File: src/design/axi_sram_pkg.sv
package axi_sram_pkg;

   // AXI bus geometry
   localparam int addr_w = 32;
   localparam int data_w = 64;
   localparam int strb_w = 8;
   localparam int id_w   = 4;
   localparam int len_w  = 8;

   // bank geometry, 8 KiB of 64-bit words
   localparam int bank_depth = 1024;
   localparam int index_w    = 10;

   // byte offset bits below the word index
   localparam int word_shift = 3;

   // burst type codes
   localparam logic [1:0] burst_fixed = 2'd0;
   localparam logic [1:0] burst_incr  = 2'd1;

   // response codes, only OKAY is ever returned
   localparam logic [1:0] resp_okay = 2'd0;

   // transfer size code for a full 64-bit beat
   localparam logic [2:0] size_dword = 3'd3;

   // write engine states
   localparam logic [1:0] wr_idle = 2'd0;
   localparam logic [1:0] wr_data = 2'd1;
   localparam logic [1:0] wr_resp = 2'd2;

endpackage

File: src/design/sram_if.sv
`timescale 1ns/1ps

interface sram_if ();

   // read port, one cycle latency
   logic [axi_sram_pkg::index_w-1:0] raddr;
   logic                             ren;
   logic [axi_sram_pkg::data_w-1:0]  rdata;

   // write port, one enable per byte lane
   logic [axi_sram_pkg::index_w-1:0] waddr;
   logic [axi_sram_pkg::data_w-1:0]  wdata;
   logic [axi_sram_pkg::strb_w-1:0]  wen;

   modport bank (
      input  raddr,
      input  ren,
      input  waddr,
      input  wdata,
      input  wen,
      output rdata
   );

   modport rd (
      output raddr,
      output ren,
      input  rdata
   );

   modport wr (
      output waddr,
      output wdata,
      output wen
   );

endinterface

File: src/design/axi_wr_channel.sv
`timescale 1ns/1ps

module axi_wr_channel (
   input  logic                            aclk,
   input  logic                            arst_n,

   input  logic [axi_sram_pkg::addr_w-1:0] awaddr,
   input  logic [1:0]                      awburst,
   input  logic [axi_sram_pkg::len_w-1:0]  awlen,
   input  logic [axi_sram_pkg::id_w-1:0]   awid,
   input  logic [2:0]                      awsize,
   input  logic                            awvalid,
   output logic                            awready,

   input  logic [axi_sram_pkg::data_w-1:0] wdata,
   input  logic [axi_sram_pkg::strb_w-1:0] wstrb,
   input  logic                            wlast,
   input  logic                            wvalid,
   output logic                            wready,

   output logic [axi_sram_pkg::id_w-1:0]   bid,
   output logic [1:0]                      bresp,
   output logic                            bvalid,
   input  logic                            bready,

   sram_if.wr                              sram
);

   logic [1:0]                       state;
   logic                             aw_fire;
   logic                             w_fire;
   logic                             b_fire;
   logic [axi_sram_pkg::index_w-1:0] idx_q;
   logic [axi_sram_pkg::index_w-1:0] beat_idx_q;
   logic [axi_sram_pkg::len_w-1:0]   beats_left;
   logic [axi_sram_pkg::id_w-1:0]    id_q;
   logic [1:0]                       burst_q;
   logic [axi_sram_pkg::data_w-1:0]  wdata_q;
   logic [axi_sram_pkg::strb_w-1:0]  wstrb_q;
   logic                             beat_pend;
   logic                             last_pend;
   logic                             bvalid_q;
   logic [axi_sram_pkg::strb_w-1:0]  beat_wen;

   assign aw_fire = awvalid & awready;
   assign w_fire  = wvalid & wready;
   assign b_fire  = bvalid & bready;

   assign awready = (state == axi_sram_pkg::wr_idle);
   assign wready  = (state == axi_sram_pkg::wr_data);

   always_ff @(posedge aclk or negedge arst_n) begin
      if (!arst_n) begin
         state      <= axi_sram_pkg::wr_idle;
         beats_left <= '0;
         beat_pend  <= 1'b0;
         last_pend  <= 1'b0;
         bvalid_q   <= 1'b0;
      end else begin
         beat_pend <= w_fire;
         last_pend <= w_fire & wlast;
         case (state)
            axi_sram_pkg::wr_idle: begin
               if (aw_fire) begin
                  state      <= axi_sram_pkg::wr_data;
                  beats_left <= awlen;
               end
            end
            axi_sram_pkg::wr_data: begin
               if (w_fire) begin
                  beats_left <= beats_left - 1'b1;
                  if (wlast) begin
                     state <= axi_sram_pkg::wr_resp;
                  end
               end
            end
            default: begin
               if (b_fire) begin
                  state <= axi_sram_pkg::wr_idle;
               end
            end
         endcase
         // response goes out the cycle after the last write lands
         if (beat_pend && last_pend) begin
            bvalid_q <= 1'b1;
         end else if (b_fire) begin
            bvalid_q <= 1'b0;
         end
      end
   end

   always_ff @(posedge aclk) begin
      if (aw_fire) begin
         idx_q   <= awaddr[axi_sram_pkg::word_shift +: axi_sram_pkg::index_w];
         id_q    <= awid;
         burst_q <= awburst;
      end else if (w_fire && burst_q != axi_sram_pkg::burst_fixed) begin
         idx_q <= idx_q + 1'b1;
      end
      // one-beat staging register in front of the bank
      if (w_fire) begin
         beat_idx_q <= idx_q;
         wdata_q    <= wdata;
         wstrb_q    <= wstrb;
      end
   end

   assign beat_wen = beat_pend ? wstrb_q : '0;

   assign sram.waddr = beat_idx_q;
   assign sram.wdata = wdata_q;
   assign sram.wen   = beat_wen;

   assign bvalid = bvalid_q;
   assign bid    = id_q;
   assign bresp  = axi_sram_pkg::resp_okay;

   // master must end the burst on beat awlen+1
   a_wlast_beat: assert property (
      @(posedge aclk) disable iff (!arst_n)
      w_fire |-> wlast == (beats_left == '0)
   );

   // no bank write while the engine is idle
   a_wen_idle: assert property (
      @(posedge aclk) disable iff (!arst_n)
      state == axi_sram_pkg::wr_idle |-> beat_wen == '0
   );

   a_aw_size: assert property (
      @(posedge aclk) disable iff (!arst_n)
      aw_fire |-> awsize == axi_sram_pkg::size_dword
   );

endmodule

File: src/flat_wrapper.sv
// flat-port wrapper written by rule: the top's interface ports become plain ports
module axi_wr_channel_flat 
  (aclk, arst_n, awaddr, awburst, awlen, awid, awsize, awvalid, awready, wdata, wstrb, wlast, wvalid, wready, bid, bresp, bvalid, bready, sram_waddr, sram_wdata, sram_wen);
  sram_if sram_i ();
  input  logic aclk;
  input  logic arst_n;
  input  logic [axi_sram_pkg::addr_w-1:0] awaddr;
  input  logic [1:0] awburst;
  input  logic [axi_sram_pkg::len_w-1:0] awlen;
  input  logic [axi_sram_pkg::id_w-1:0] awid;
  input  logic [2:0] awsize;
  input  logic awvalid;
  output logic awready;
  input  logic [axi_sram_pkg::data_w-1:0] wdata;
  input  logic [axi_sram_pkg::strb_w-1:0] wstrb;
  input  logic wlast;
  input  logic wvalid;
  output logic wready;
  output logic [axi_sram_pkg::id_w-1:0] bid;
  output logic [1:0] bresp;
  output logic bvalid;
  input  logic bready;
  output wire logic [$bits(sram_i.waddr)-1:0] sram_waddr;
  output wire logic [$bits(sram_i.wdata)-1:0] sram_wdata;
  output wire logic [$bits(sram_i.wen)-1:0] sram_wen;
  assign sram_waddr = sram_i.waddr;
  assign sram_wdata = sram_i.wdata;
  assign sram_wen = sram_i.wen;
  axi_wr_channel u_core (.aclk(aclk), .arst_n(arst_n), .awaddr(awaddr), .awburst(awburst), .awlen(awlen), .awid(awid), .awsize(awsize), .awvalid(awvalid), .awready(awready), .wdata(wdata), .wstrb(wstrb), .wlast(wlast), .wvalid(wvalid), .wready(wready), .bid(bid), .bresp(bresp), .bvalid(bvalid), .bready(bready), .sram(sram_i));
endmodule
File: config.mk
export PLATFORM = sky130hd
export DESIGN_NAME = axi_wr_channel_flat
export DESIGN_NICKNAME = d
export VERILOG_FILES = /design/src/design/axi_sram_pkg.sv /design/src/design/sram_if.sv /design/src/design/axi_wr_channel.sv /design/src/flat_wrapper.sv
export SDC_FILE = /design/constraint.sdc
export NUM_CORES = 1
export LEC_CHECK = 0
export BUFFER_PORTS_ARGS = -buffer_cell sky130_fd_sc_hd__buf_2
export CAP_MARGIN = 30
export CORE_MARGIN = 2
export CORE_UTILIZATION = 42
export DETAILED_ROUTE_END_ITERATION = 12
export PLACE_DENSITY = 0.79
export SLEW_MARGIN = 25
export SYNTH_ARGS = -nofsm -noshare
export SYNTH_HDL_FRONTEND = slang
export SYNTH_SLANG_ARGS = --single-unit
File: constraint.sdc
create_clock -name aclk -period 4.4 [get_ports aclk]
set_clock_uncertainty 0.1 [all_clocks]
set_input_delay 1.1 -clock aclk [delete_from_list [all_inputs] [get_ports aclk]]
set_output_delay 1.1 -clock aclk [all_outputs]
set_load 0.05 [all_outputs]
==> out/summary.md <==
- 0 — residual antenna-violating net count after detailed routing
- 4.190% — GR Layer Usage met3
- 0 — max-cap violation count
- 82 — number of violations reported at the end of detailed-routing iteration 0
- 0 — buffers inserted during post-CTS setup optimization
- 0.35 ns — clock latency on the worst-skew pair
- 0 — number of antenna violations at the first check in global routing
- 0 — antenna fix cells
- 10910 um — wire length of the first global-routing pass
- 19.81 um2 — average size of a mapped cell
- 95.12 um — vertical die dimension
- no — RSZ-0062 raised after global routing
- 2.545 ns — shortest clock period the worst path allows after layout
- 647 — fill cell total of the finished layout
- output pin — critical path endpoint category
- 103 — Yosys reg bits
- 103 — total clock sinks
- reg2reg — worst min-delay path class
- 16.73% — global router's overall resource usage
- 180.2 uV — VDD IR max
- 1.927 nW — leakage power figure
- 487.5 mW/mm2 — cell area power density
- 0.45 ns — peak per-stage delay on the critical path
- 87.98% — sequential area share after synthesis
- 0.10 ns — clock-pin slew on the worst setup and hold paths
- 30.52% — routing usage on met2
- sky130_fd_sc_hd__edfxtp_1 — biggest area consumer among synthesized cells
- sky130_fd_sc_hd__clkbuf_8 — Clock Root Buffer
- 2237 — via total after detailed routing
- yes — TritonCTS clock tree
- 0 — Final Hold Violating Endpoints
- 0.003068 mm2 — register area
- 18.34% — fraction of met1 tracks used by global routing
- 495 — post-layout net count
- 42.87% — Initial Utilization
- 0 — post-detailed-route DRC marker count
- 0.009048 mm2 — die outline area
- 0 — number of warnings issued by yosys
- 0 — final count of negative-setup-slack endpoints
- 0.3747 ns — worst hold-check slack
- 2072 — number of global-route vias before repair
- 95.12 um — Die X-Extent
- 35.41% — signed area change from the synthesized netlist to the final layout
- 1.34 ns — signal arrival time at the worst endpoint
- 0 — Final Max Tran Viols
- 4 — cell depth of the worst flop-to-flop path
- met2 — global route hottest layer
- 0.008134 mm2 — core region area
- register — critical path startpoint category
- 0.3930 GHz — maximum achievable frequency
- 54.30% — ratio of cells with drive above 1 in the final layout
- 16.91 um — routed wire length per instance
- 3 — H-tree depth
- 6236 um — HPWL Detailed
- 33 — Cell Rows
- 218 — count of boundary I/O pins
- 4 — number of iterations in the first detailed-routing pass
- 0 ns — final total negative setup slack
- 176 — cells after synthesis
- 0 — gr ovfl total
- 57.83% — share of the cycle needed by the critical path after routing
- 2 — maximum count of clock buffers along a single path
- 0 — post-CTS resize count
- 2 — Hold Path Depth
- 7 — top fanout value on the critical path
- sky130_fd_sc_hd__buf_2, sky130_fd_sc_hd__edfxtp_1, sky130_fd_sc_hd__nand2_1 — commonest cells after routing, fill and taps aside
- sky130_fd_sc_hd__buf_2 — most common cell after layout, fill and taps aside
- 84 — maximum number of pins on one net before global-route repair
- 394.1 um2 — area occupied by multi-input gates
- 0.7556 — global placer's final weighted congestion
- 3.20 ns — required time worst endpoint
- completed — result of the run
- reg2out — Crit Path Class
- 0.5090 ns — worst-margin pin slew
- nor2b_1, buf_2 — ordered cell list for the critical path
- 66.07% — worst-case headroom to the max-slew limit
- 84.39% — area share of the largest cell type after synthesis
- 0.003487 mm2 — post-synthesis instance area
- 4.690 — number of vias per cell
- 27 — distinct cell type count of the synthesized netlist
- 8066 um — final WL
- 9 — number of clock buffers inserted by TritonCTS
- sky130_fd_sc_hd__edfxtp_1, sky130_fd_sc_hd__dfrtp_1, sky130_fd_sc_hd__and2_1 — Synth area leaders
- 182 — number of buffer cells added on primary ports
- 0 — hold buffer count at CTS
- sky130_fd_sc_hd__dfrtp_1 — cell with the biggest individual delay on the critical path
-- metrics by stage --
step | std cells | setup WS (ns) | instance area (um2) | util [%] | total power, mW
after floorplan | 177 | 0.6178 | 3491 | - | 1.645
after global placement | 460 | 1.655 | 4512 | 55.47 | 1.756
after detailed placement | 460 | 1.553 | 4512 | 55.47 | 1.773
after CTS | 476 | 1.824 | 4702 | 57.81 | 2.323
after global routing | 477 | 1.763 | 4722 | 58.05 | 2.397
final | 477 | 1.855 | 4722 | 58.05 | 2.302
-- metal layers --
| metal | part of all wire [%] | wire length [um] | up-vias |
|---|---|---|---|
| met1 | 36 | 2881 | 1057 |
| li1 | - | - | 1057 |
| met5 | 0 | 0 | - |
| met4 | 1.4 | 113 | 0 |
| met3 | 8.0 | 647 | 12 |
| met2 | 55 | 4423 | 111 |
-- layout make-up --
class	count	share of cell area [%]
inverter	2	0.1590
tap	105	2.782
timing repair buffer	183	19.71
clock inverter	6	1.325
clock buffer	10	2.703
multi-input combinational	68	8.347
sequential	103	64.97
-- power breakdown --
part,switching [mW],internal (mW),total [mW],leakage (nW)
sequential,0.0520,1.21,1.26,0.950
clock,0.331,0.222,0.553,0.0965
combinational,0.373,0.113,0.486,0.880
total,0.755,1.55,2.30,1.93
-- state kept, by name (all words and copies together) (netlist names), 2 cells and up --
register / count
u_core.bid: 4
u_core.burst_q: 2
u_core.idx_q: 10
u_core.sram.waddr: 10
u_core.sram.wdata: 64
u_core.state: 2
u_core.wstrb_q: 8
-- synth_stat cells --
cell type,instances
sky130_fd_sc_hd__clkinv_1,1
sky130_fd_sc_hd__a21o_1,1
sky130_fd_sc_hd__o31ai_1,3
sky130_fd_sc_hd__and2_1,9
sky130_fd_sc_hd__nand2_1,13
sky130_fd_sc_hd__or3b_1,1
sky130_fd_sc_hd__nand3_1,4
sky130_fd_sc_hd__dfrtp_1,5
sky130_fd_sc_hd__xnor2_1,1
sky130_fd_sc_hd__ha_1,1
sky130_fd_sc_hd__buf_4,2
sky130_fd_sc_hd__inv_1,1
sky130_fd_sc_hd__a21oi_1,1
sky130_fd_sc_hd__conb_1,1
sky130_fd_sc_hd__nand4_1,1
sky130_fd_sc_hd__a31oi_1,5
sky130_fd_sc_hd__o21ai_0,8
sky130_fd_sc_hd__or4_1,3
sky130_fd_sc_hd__buf_2,1
sky130_fd_sc_hd__or3_2,2
sky130_fd_sc_hd__clkbuf_1,1
sky130_fd_sc_hd__edfxtp_1,98
sky130_fd_sc_hd__nor2b_1,1
sky130_fd_sc_hd__xor2_1,2
sky130_fd_sc_hd__nand3_4,1
sky130_fd_sc_hd__o211ai_1,1
sky130_fd_sc_hd__nor2_1,8
-- critical path, delay by kind of cell (launching register included) --
family / cells / cell delay [ns]
and+or+nand+nor: 1 / 0.24
DFF: 1 / 0.45
buffers and inverters: 1 / 0.31
-- final timing paths --
kind	start	end	slack (ns)
worst max-delay path	u_core.state[1]	wready	1.86
worst min-delay path	u_core.last_pend	u_core.bvalid	0.37
worst max register to register	u_core.state[1]	u_core.idx_q[3]	2.40
worst min register to register	u_core.last_pend	u_core.bvalid	0.37
max in group asynchronous	arst_n	u_core.state[0]	3.63
min in group asynchronous	arst_n	u_core.bvalid	0.44
-- cells by family after synthesis --
family | synth area share (%)
xor+xnor | 0.7536
fa+ha+maj | 0.3588
simple gates | 6.638
buf+inv | 0.8964
compound gates | 3.265
other cells | 0.1075
flops | 87.98
Note: power is estimated with default switching activity, not from simulation.
