`src/design/axi_sram_pkg.sv`:
```
package axi_sram_pkg;

   // AXI bus geometry
   localparam int addr_w = 32;
   localparam int data_w = 64;
   localparam int strb_w = 8;
   localparam int id_w   = 4;
   localparam int len_w  = 8;

   // bank geometry, 8 KiB of 64-bit words
   localparam int bank_depth = 1024;
   localparam int index_w    = 10;

   // byte offset bits below the word index
   localparam int word_shift = 3;

   // burst type codes
   localparam logic [1:0] burst_fixed = 2'd0;
   localparam logic [1:0] burst_incr  = 2'd1;

   // response codes, only OKAY is ever returned
   localparam logic [1:0] resp_okay = 2'd0;

   // transfer size code for a full 64-bit beat
   localparam logic [2:0] size_dword = 3'd3;

   // write engine states
   localparam logic [1:0] wr_idle = 2'd0;
   localparam logic [1:0] wr_data = 2'd1;
   localparam logic [1:0] wr_resp = 2'd2;

endpackage

```
`src/design/sram_if.sv`:
```
`timescale 1ns/1ps

interface sram_if ();

   // read port, one cycle latency
   logic [axi_sram_pkg::index_w-1:0] raddr;
   logic                             ren;
   logic [axi_sram_pkg::data_w-1:0]  rdata;

   // write port, one enable per byte lane
   logic [axi_sram_pkg::index_w-1:0] waddr;
   logic [axi_sram_pkg::data_w-1:0]  wdata;
   logic [axi_sram_pkg::strb_w-1:0]  wen;

   modport bank (
      input  raddr,
      input  ren,
      input  waddr,
      input  wdata,
      input  wen,
      output rdata
   );

   modport rd (
      output raddr,
      output ren,
      input  rdata
   );

   modport wr (
      output waddr,
      output wdata,
      output wen
   );

endinterface

```
`src/design/axi_rd_channel.sv`:
```
`timescale 1ns/1ps

module axi_rd_channel (
   input  logic                            aclk,
   input  logic                            arst_n,

   input  logic [axi_sram_pkg::addr_w-1:0] araddr,
   input  logic [1:0]                      arburst,
   input  logic [axi_sram_pkg::len_w-1:0]  arlen,
   input  logic [axi_sram_pkg::id_w-1:0]   arid,
   input  logic [2:0]                      arsize,
   input  logic                            arvalid,
   output logic                            arready,

   output logic [axi_sram_pkg::data_w-1:0] rdata,
   output logic [axi_sram_pkg::id_w-1:0]   rid,
   output logic [1:0]                      rresp,
   output logic                            rlast,
   output logic                            rvalid,
   input  logic                            rready,

   sram_if.rd                              sram
);

   logic                             busy;
   logic                             beat_valid;
   logic [axi_sram_pkg::index_w-1:0] cur_idx;
   logic [axi_sram_pkg::index_w-1:0] next_idx;
   logic [axi_sram_pkg::len_w-1:0]   beats_left;
   logic [axi_sram_pkg::id_w-1:0]    id_q;
   logic [1:0]                       burst_q;
   logic                             ar_fire;
   logic                             r_fire;
   logic                             last_fire;
   logic                             ren;

   assign ar_fire   = arvalid & arready;
   assign r_fire    = rvalid & rready;
   assign last_fire = r_fire & rlast;

   // one burst at a time
   assign arready = ~busy;

   // word asked from the sram this cycle
   always_comb begin
      if (ar_fire) begin
         next_idx = araddr[axi_sram_pkg::word_shift +: axi_sram_pkg::index_w];
      end else if (r_fire && burst_q != axi_sram_pkg::burst_fixed) begin
         // wrap is handled like incr, index wraps inside the bank
         next_idx = cur_idx + 1'b1;
      end else begin
         next_idx = cur_idx;
      end
   end

   // under back-pressure the same word is read again so rdata holds
   assign ren = ar_fire | (busy & ~last_fire);

   assign sram.raddr = next_idx;
   assign sram.ren   = ren;

   always_ff @(posedge aclk or negedge arst_n) begin
      if (!arst_n) begin
         busy       <= 1'b0;
         beat_valid <= 1'b0;
         beats_left <= '0;
      end else begin
         // data of a read issued last cycle is on rdata now
         beat_valid <= ren;
         if (ar_fire) begin
            busy       <= 1'b1;
            beats_left <= arlen;
         end else if (last_fire) begin
            busy <= 1'b0;
         end else if (r_fire) begin
            beats_left <= beats_left - 1'b1;
         end
      end
   end

   always_ff @(posedge aclk) begin
      cur_idx <= next_idx;
      if (ar_fire) begin
         id_q    <= arid;
         burst_q <= arburst;
      end
   end

   assign rvalid = beat_valid;
   assign rlast  = beat_valid & (beats_left == '0);
   assign rdata  = sram.rdata;
   assign rid    = id_q;
   assign rresp  = axi_sram_pkg::resp_okay;

   // a burst starts only once the previous data beat has drained
   a_ar_idle: assert property (
      @(posedge aclk) disable iff (!arst_n)
      ar_fire |-> !rvalid
   );

   // narrow transfers are not supported
   a_ar_size: assert property (
      @(posedge aclk) disable iff (!arst_n)
      ar_fire |-> arsize == axi_sram_pkg::size_dword
   );

   // held beat stays put until taken
   a_r_hold: assert property (
      @(posedge aclk) disable iff (!arst_n)
      rvalid && !rready |=> rvalid && $stable(rdata) && $stable(rid) && $stable(rlast)
   );

endmodule

```
`src/flat_wrapper.sv`:
```
// flat-port wrapper written by rule: the top's interface ports become plain ports
module axi_rd_channel_flat 
  (aclk, arst_n, araddr, arburst, arlen, arid, arsize, arvalid, arready, rdata, rid, rresp, rlast, rvalid, rready, sram_raddr, sram_ren, sram_rdata);
  sram_if sram_i ();
  input  logic aclk;
  input  logic arst_n;
  input  logic [axi_sram_pkg::addr_w-1:0] araddr;
  input  logic [1:0] arburst;
  input  logic [axi_sram_pkg::len_w-1:0] arlen;
  input  logic [axi_sram_pkg::id_w-1:0] arid;
  input  logic [2:0] arsize;
  input  logic arvalid;
  output logic arready;
  output logic [axi_sram_pkg::data_w-1:0] rdata;
  output logic [axi_sram_pkg::id_w-1:0] rid;
  output logic [1:0] rresp;
  output logic rlast;
  output logic rvalid;
  input  logic rready;
  output wire logic [$bits(sram_i.raddr)-1:0] sram_raddr;
  output wire logic [$bits(sram_i.ren)-1:0] sram_ren;
  input wire logic [$bits(sram_i.rdata)-1:0] sram_rdata;
  assign sram_raddr = sram_i.raddr;
  assign sram_ren = sram_i.ren;
  assign sram_i.rdata = sram_rdata;
  axi_rd_channel u_core (.aclk(aclk), .arst_n(arst_n), .araddr(araddr), .arburst(arburst), .arlen(arlen), .arid(arid), .arsize(arsize), .arvalid(arvalid), .arready(arready), .rdata(rdata), .rid(rid), .rresp(rresp), .rlast(rlast), .rvalid(rvalid), .rready(rready), .sram(sram_i));
endmodule
```
`config.mk`:
```
export PLATFORM = sky130hd
export DESIGN_NAME = axi_rd_channel_flat
export DESIGN_NICKNAME = d
export VERILOG_FILES = /design/src/design/axi_sram_pkg.sv /design/src/design/sram_if.sv /design/src/design/axi_rd_channel.sv /design/src/flat_wrapper.sv
export SDC_FILE = /design/constraint.sdc
export NUM_CORES = 1
export LEC_CHECK = 0
export BUFFER_PORTS_ARGS = -buffer_cell sky130_fd_sc_hd__buf_2
export CORE_AREA = 2 2 78 80
export DETAILED_ROUTE_END_ITERATION = 10
export DIE_AREA = 0 0 80 82
export PLACE_DENSITY = 0.78
export SYNTH_ARGS = -nofsm -noshare
export SYNTH_HDL_FRONTEND = slang
export SYNTH_SLANG_ARGS = --single-unit
```
`constraint.sdc`:
```
create_clock -name aclk -period 2.9 [get_ports aclk]
set_clock_uncertainty 0.1 [all_clocks]
set_input_delay 0.58 -clock aclk [delete_from_list [all_inputs] [get_ports aclk]]
set_output_delay 0.58 -clock aclk [all_outputs]
set_load 0.005 [all_outputs]
```
==> results of run 1 <==
==> layout by cell type (no fill, tap or decap), types with 2 or more instances in the layout <==
master	count
conb_1	2
nand4_1	5
xor2_1	4
o21ai_0	11
edfxtp_1	6
o211ai_2	2
o21ai_1	2
dfrtp_1	10
nor3_1	6
buf_2	45
buf_4	2
ha_1	3
xnor2_1	8
nand3_1	6
clkbuf_8	3
nor2_1	7
a31oi_1	2
inv_1	5
nand2_1	18
dfxtp_1	10
==> sequential cells by signal, summed over array words and instances (netlist names) <==
name	flops
u_core.busy	1
u_core.rid	4
u_core.rvalid	1
u_core.beats_left	8
u_core.cur_idx	10
u_core.burst_q	2
==> worst paths after layout <==
kind / start / endpoint / slack [ps]
max: u_core.rvalid$_DFF_PN0_ / sram_raddr[7] / 400
min: arst_n / u_core.beats_left[7]$_DFFE_PN0P_ / 40
max reg2reg: u_core.busy$_DFFE_PN0P_ / u_core.beats_left[2]$_DFFE_PN0P_ / 1040
min reg2reg: u_core.cur_idx[9]$_DFF_P_ / u_core.cur_idx[9]$_DFF_P_ / 460
max in group asynchronous: arst_n / u_core.beats_left[3]$_DFFE_PN0P_ / 2450
min in group aclk: arburst[0] / u_core.burst_q[0]$_DFFE_PP_ / 370
==> stage by stage <==
step / setup slack (ps) / instance area (µm²) / cells
after floorplan: 777.5 / 1821 / 197
after global placement: 503.9 / 1648 / 250
after detailed placement: 414.1 / 1648 / 250
after CTS: 356.7 / 1714 / 254
after global routing: 171.2 / 1714 / 254
final: 404.3 / 1714 / 254
==> layer usage <==
layer | up-vias | GRT usage
li1 | 568 | -
met1 | 534 | 0.1243
met2 | 48 | 0.1775
met3 | 22 | 0.02198
met4 | 0 | 0.08814
met5 | - | 0
==> synthesized netlist by cell type, types with 4 or more instances <==
library cell,number
nand4_1,5
xnor2_1,8
buf_4,66
o21ai_0,11
nand3_1,6
dfrtp_1,10
nor2_1,7
edfxtp_1,6
inv_1,5
nand2_1,18
dfxtp_1,10
xor2_1,4
nor3_1,6
==> critical path: stages, from the launching register on <==
cell and delay, ps:
dfrtp_1 530, o211ai_2 260, nor3_1 290, xnor2_1 90, o21ai_0 200, buf_2 160
==> cells by family (layout without fill, tap and decap cells) <==
logic type                 count (synthesis)  after routing  synth area share
AOI/OAI and AO/OA                         27             27            0.1074
xor gates and xnor gates                  12             12           0.05785
adders and majority gates                  3              3           0.02066
buffers and inverters                     75             57            0.2913
DFF                                       26             26            0.3471
muxes                                      1              1          0.008262
other                                      1              2          0.002064
and+or+nand+nor                           51             51            0.1653
==> layout make-up <==
class | instances | area (µm²)
Inverter | 6 | 22.52
Timing Repair Buffer | 47 | 240.2
Clock buffer | 4 | 66.31
Multi-Input combinational cell | 96 | 660.6
Sequential cell | 26 | 630.6
Fill cell | 622 | 4031
Tap cell | 75 | 93.84
==> power groups by stage <==
| stage | Combinational [mW] | Clock [mW] | Sequential, mW |
|---|---|---|---|
| 2_1_floorplan | 0.542 | 0 | 0.667 |
| 3_3_place_gp | 0.676 | 0 | 0.691 |
| 3_5_place_dp | 0.695 | 0 | 0.697 |
| 4_1_cts | 0.702 | 0.287 | 0.691 |
| 5_1_grt | 0.779 | 0.300 | 0.711 |
| 6_report | 0.689 | 0.279 | 0.694 |
==> impl_metrics.json, run 1 <==
{
  "crit_fanout": 8,
  "status": "completed",
  "synth_seq_cells": 26,
  "cap_violations": 0,
  "postCtsHoldBufs": 0,
  "hold_slack_ps": 42.12,
  "syn_area_per_cell_um2": 9.269,
  "grt_max_degree": 20,
  "power_switching_uw": 644.3,
  "cts_tree": "done",
  "cts_resized": 0,
  "place.gp.congestion": 0.8243,
  "coreArea_mm2": 0.005746,
  "p_clk_frac": 0.168,
  "cts_sinks": 26,
  "r2r_cells": 6,
  "timing_worst_setup_path_type": "reg2out",
  "crit_path_start_kind": "flip-flop",
  "die_x_um": 80,
  "switching_share": 0.3877,
  "ys_seq_area_frac": 0.3471,
  "cp.arrival_ps": 1820,
  "slew-limit-headroom": 0.6341,
  "rows": 28,
  "drt_iter0_markers": 42,
  "drive_gt1_frac": 0.3520,
  "p_leak_nw": 0.6951,
  "grt_pass1_vias": 1114,
  "antenna_found_initial": 0,
  "finish.utilization": 0.2983,
  "synth.cell_area_mm2": 0.001817,
  "synthDistinctLibCells": 40,
  "tns_ps": 0,
  "synth_warnings": 0,
  "synth.top_cells.by_area": "buf_4 (27%), dfrtp_1 (14%), dfxtp_1 (11%)",
  "finalWirelength_um": 3655,
  "cts_buffer_depth": 2,
  "h-tree-depth": 1,
  "power_frac_comb": 0.415,
  "clk_pin_slew_ps": 110,
  "finalPower_mw": 1.662,
  "met2_length_um": 1717,
  "cts-root-buf": "clkbuf_8",
  "vias": 1172,
  "die_h_um": 82,
  "wl_per_cell_um": 14.39,
  "seqPwrFrac": 0.418,
  "internal-power_mw": 1.018,
  "max_clock_freq_mhz": 400.7,
  "hold_class": "in2async",
  "fin_crit_ps": 2496,
  "p_per_area_mw_per_mm2": 969.6,
  "port_buffers": 45,
  "setup_viol": 0,
  "numCtsBuffers": 3,
  "synth_top_flop_cell": "dfxtp_1",
  "insertion_delay_ps": 280,
  "endpoint_kind": "output port",
  "route.detailed.drc": 0,
  "met1Wirelength_um": 1491,
  "cp.required_ps": 2220,
  "ant_nets": 0,
  "vias_per_cell": 4.614,
  "grt.total_usage": 0.1091,
  "dr_wl_met3_um": 299,
  "hold_viol_final": 0,
  "syn_inst": 196,
  "gr-total-overflow": 0,
  "slew_viol_final": 0,
  "antenna-diode-count": 0,
  "synth_async_sr_flop_share": 0.3846,
  "die_area_mm2": 0.006560,
  "nets": 300,
  "yosysTopAreaCellShare": 0.2727,
  "synth_edf_count": 6,
  "grt_pass1_wl_um": 5478,
  "dp_hpwl_um": 2808,
  "peakVddDrop_mv": 0.4513,
  "min_period_over_period": 0.8606,
  "dr.pass1.iters": 4,
  "yosysTopAreaCell": "buf_4",
  "start_util": 0.3162,
  "top_layer_used": "met4",
  "num_io_pins": 201,
  "area_growth_pct": -5.648,
  "cts_setup_buffers": 0,
  "tightest_slew_ps": 545.5,
  "rsz0062_at_grt": "no"
}
(Power assumes the default switching activity.)
==> inputs of run 2 (changes only) <==
PLACE_DENSITY = 0.73   (was 0.78)
==> run 2 against run 1 <==
Effect of this change:
- die area stayed put
- combinational power is 0.6% lower
- fmax is 1.1% lower
- hold slack better by 11 ps
- via count is 2.1% higher
- power is 2.4% lower
- first-iteration DRC count is 24% lower
==> impl_metrics.json, run 2 (synthesis gave the netlist of run 1 again) <==
{
  "max_clock_freq_mhz": 396.4,
  "power_frac_comb": 0.422,
  "setup_viol": 0,
  "antenna_found_initial": 0,
  "start_util": 0.3162,
  "slew-limit-headroom": 0.6485,
  "route.detailed.drc": 0,
  "port_buffers": 45,
  "postCtsHoldBufs": 0,
  "cts_resized": 0,
  "seqPwrFrac": 0.429,
  "hold_viol_final": 0,
  "final_cell_mix": "buf_2 (45), nand2_1 (18), o21ai_0 (11), dfrtp_1 (10), dfxtp_1 (10)",
  "p_clk_frac": 0.149,
  "grt_max_degree": 20,
  "place.gp.congestion": 0.7817,
  "gr-total-overflow": 0,
  "rows": 28,
  "power_switching_uw": 633.0,
  "drive_gt1_frac": 0.3520,
  "finish.utilization": 0.2964,
  "tns_ps": 0,
  "num_io_pins": 201,
  "cts_buffer_depth": 2,
  "rsz0062_at_grt": "no",
  "area_growth_pct": -6.267,
  "endpoint_kind": "output port",
  "ant_nets": 0,
  "grt.total_usage": 0.1050,
  "p_per_area_mw_per_mm2": 952.9,
  "h-tree-depth": 1,
  "hold_class": "in2async",
  "dp_hpwl_um": 2698,
  "hold_slack_ps": 53.11,
  "wl_per_cell_um": 13.77,
  "cap_violations": 0,
  "regMostFlops": "u_core.cur_idx",
  "switching_share": 0.3901,
  "grt_pass1_vias": 1088,
  "cts-root-buf": "clkbuf_8",
  "die_area_mm2": 0.006560,
  "layout_commonest_cell": "buf_2",
  "internal-power_uw": 989.6,
  "clk_pin_slew_ps": 100,
  "vias": 1197,
  "coreArea_mm2": 0.005746,
  "max_stage_delay_ps": 540,
  "peakVddDrop_mv": 0.3451,
  "vias_per_cell": 4.713,
  "finalWirelength_um": 3497,
  "min_period_over_period": 0.8699,
  "critical-path-top-delay-family": "flip-flops",
  "cp.required_ps": 2220,
  "status": "completed",
  "die_x_um": 80,
  "antenna-diode-count": 0,
  "largest_reg_flops": 10,
  "cts_sinks": 26,
  "timing_worst_setup_path_type": "reg2out",
  "crit_fanout": 8,
  "path_cells": "o211ai_2 > nor3_1 > xnor2_1 > o21ai_0 > buf_2",
  "drt_iter0_markers": 32,
  "setup_slack_ps": 377.2,
  "cts_tree": "done",
  "place_ws_ps": 415.2,
  "p_leak_nw": 0.6900,
  "cts_setup_buffers": 0,
  "nets": 300,
  "cp.arrival_ps": 1840,
  "die_h_um": 82,
  "insertion_delay_ps": 270,
  "fin_crit_ps": 2523,
  "critPathBufInv": 1,
  "grt_pass1_wl_um": 5202,
  "numCtsBuffers": 3,
  "finalPower_mw": 1.623,
  "crit_path_start_kind": "flip-flop",
  "slew_viol_final": 0,
  "cp_slowest_cell": "dfrtp_1",
  "dr.pass1.iters": 4,
  "tightest_slew_ps": 524.0,
  "rrSetupSlack_ps": 1060
}
## run 2: worst paths after layout
| check | cells after the start | endpoint | from |
|---|---|---|---|
| max | 5 | sram_raddr[7] | u_core.rvalid$_DFF_PN0_ |
| min | 1 | u_core.beats_left[6]$_DFFE_PN0P_ | arst_n |
| max reg2reg | 6 | u_core.beats_left[1]$_DFFE_PN0P_ | u_core.beats_left[0]$_DFFE_PN0P_ |
| min reg2reg | 2 | u_core.cur_idx[9]$_DFF_P_ | u_core.cur_idx[9]$_DFF_P_ |
| max in group asynchronous | 1 | u_core.beats_left[3]$_DFFE_PN0P_ | arst_n |
| min in group aclk | 1 | u_core.rid[2]$_DFFE_PP_ | arid[2] |
## run 2: layout make-up
class / instances / area [µm²]
Clock buffer: 4 / 55.05
Fill cell: 618 / 4043
Inverter: 6 / 22.52
Multi-Input combinational cell: 96 / 660.6
Sequential cell: 26 / 630.6
Tap cell: 75 / 93.84
Timing Repair Buffer: 47 / 240.2
## run 2: through the flow
stage          cells  cell area [µm²]
6_report         254             1703
5_1_grt          254             1703
4_1_cts          254             1703
3_5_place_dp     250             1648
3_3_place_gp     250             1648
2_1_floorplan    197             1821
## run 2: power by group through the flow
stage	combinational, mW	clock, mW	sequential [mW]
after floorplan	0.542	0	0.667
after global placement	0.680	0	0.691
after detailed placement	0.693	0	0.704
after CTS	0.702	0.255	0.696
after global routing	0.772	0.271	0.721
final	0.685	0.241	0.696
## run 2: routing by layer
metal  wire (µm)  global-route usage  vias to the layer above  share of wire
met5           0                   0                        -              0
met4         131             0.07627                        0          0.037
met3         252             0.01758                       14          0.072
met2        1749              0.1875                       54           0.50
met1        1363              0.1118                      563           0.39
li1            -                   -                      566              -
## run 2: worst register-to-register path, cell delays in order, from the launching register on
cell,delay (ps)
dfrtp_1,390
inv_1,70
ha_1,250
and4bb_4,240
a21boi_2,260
mux2_4,340
a21oi_2,130
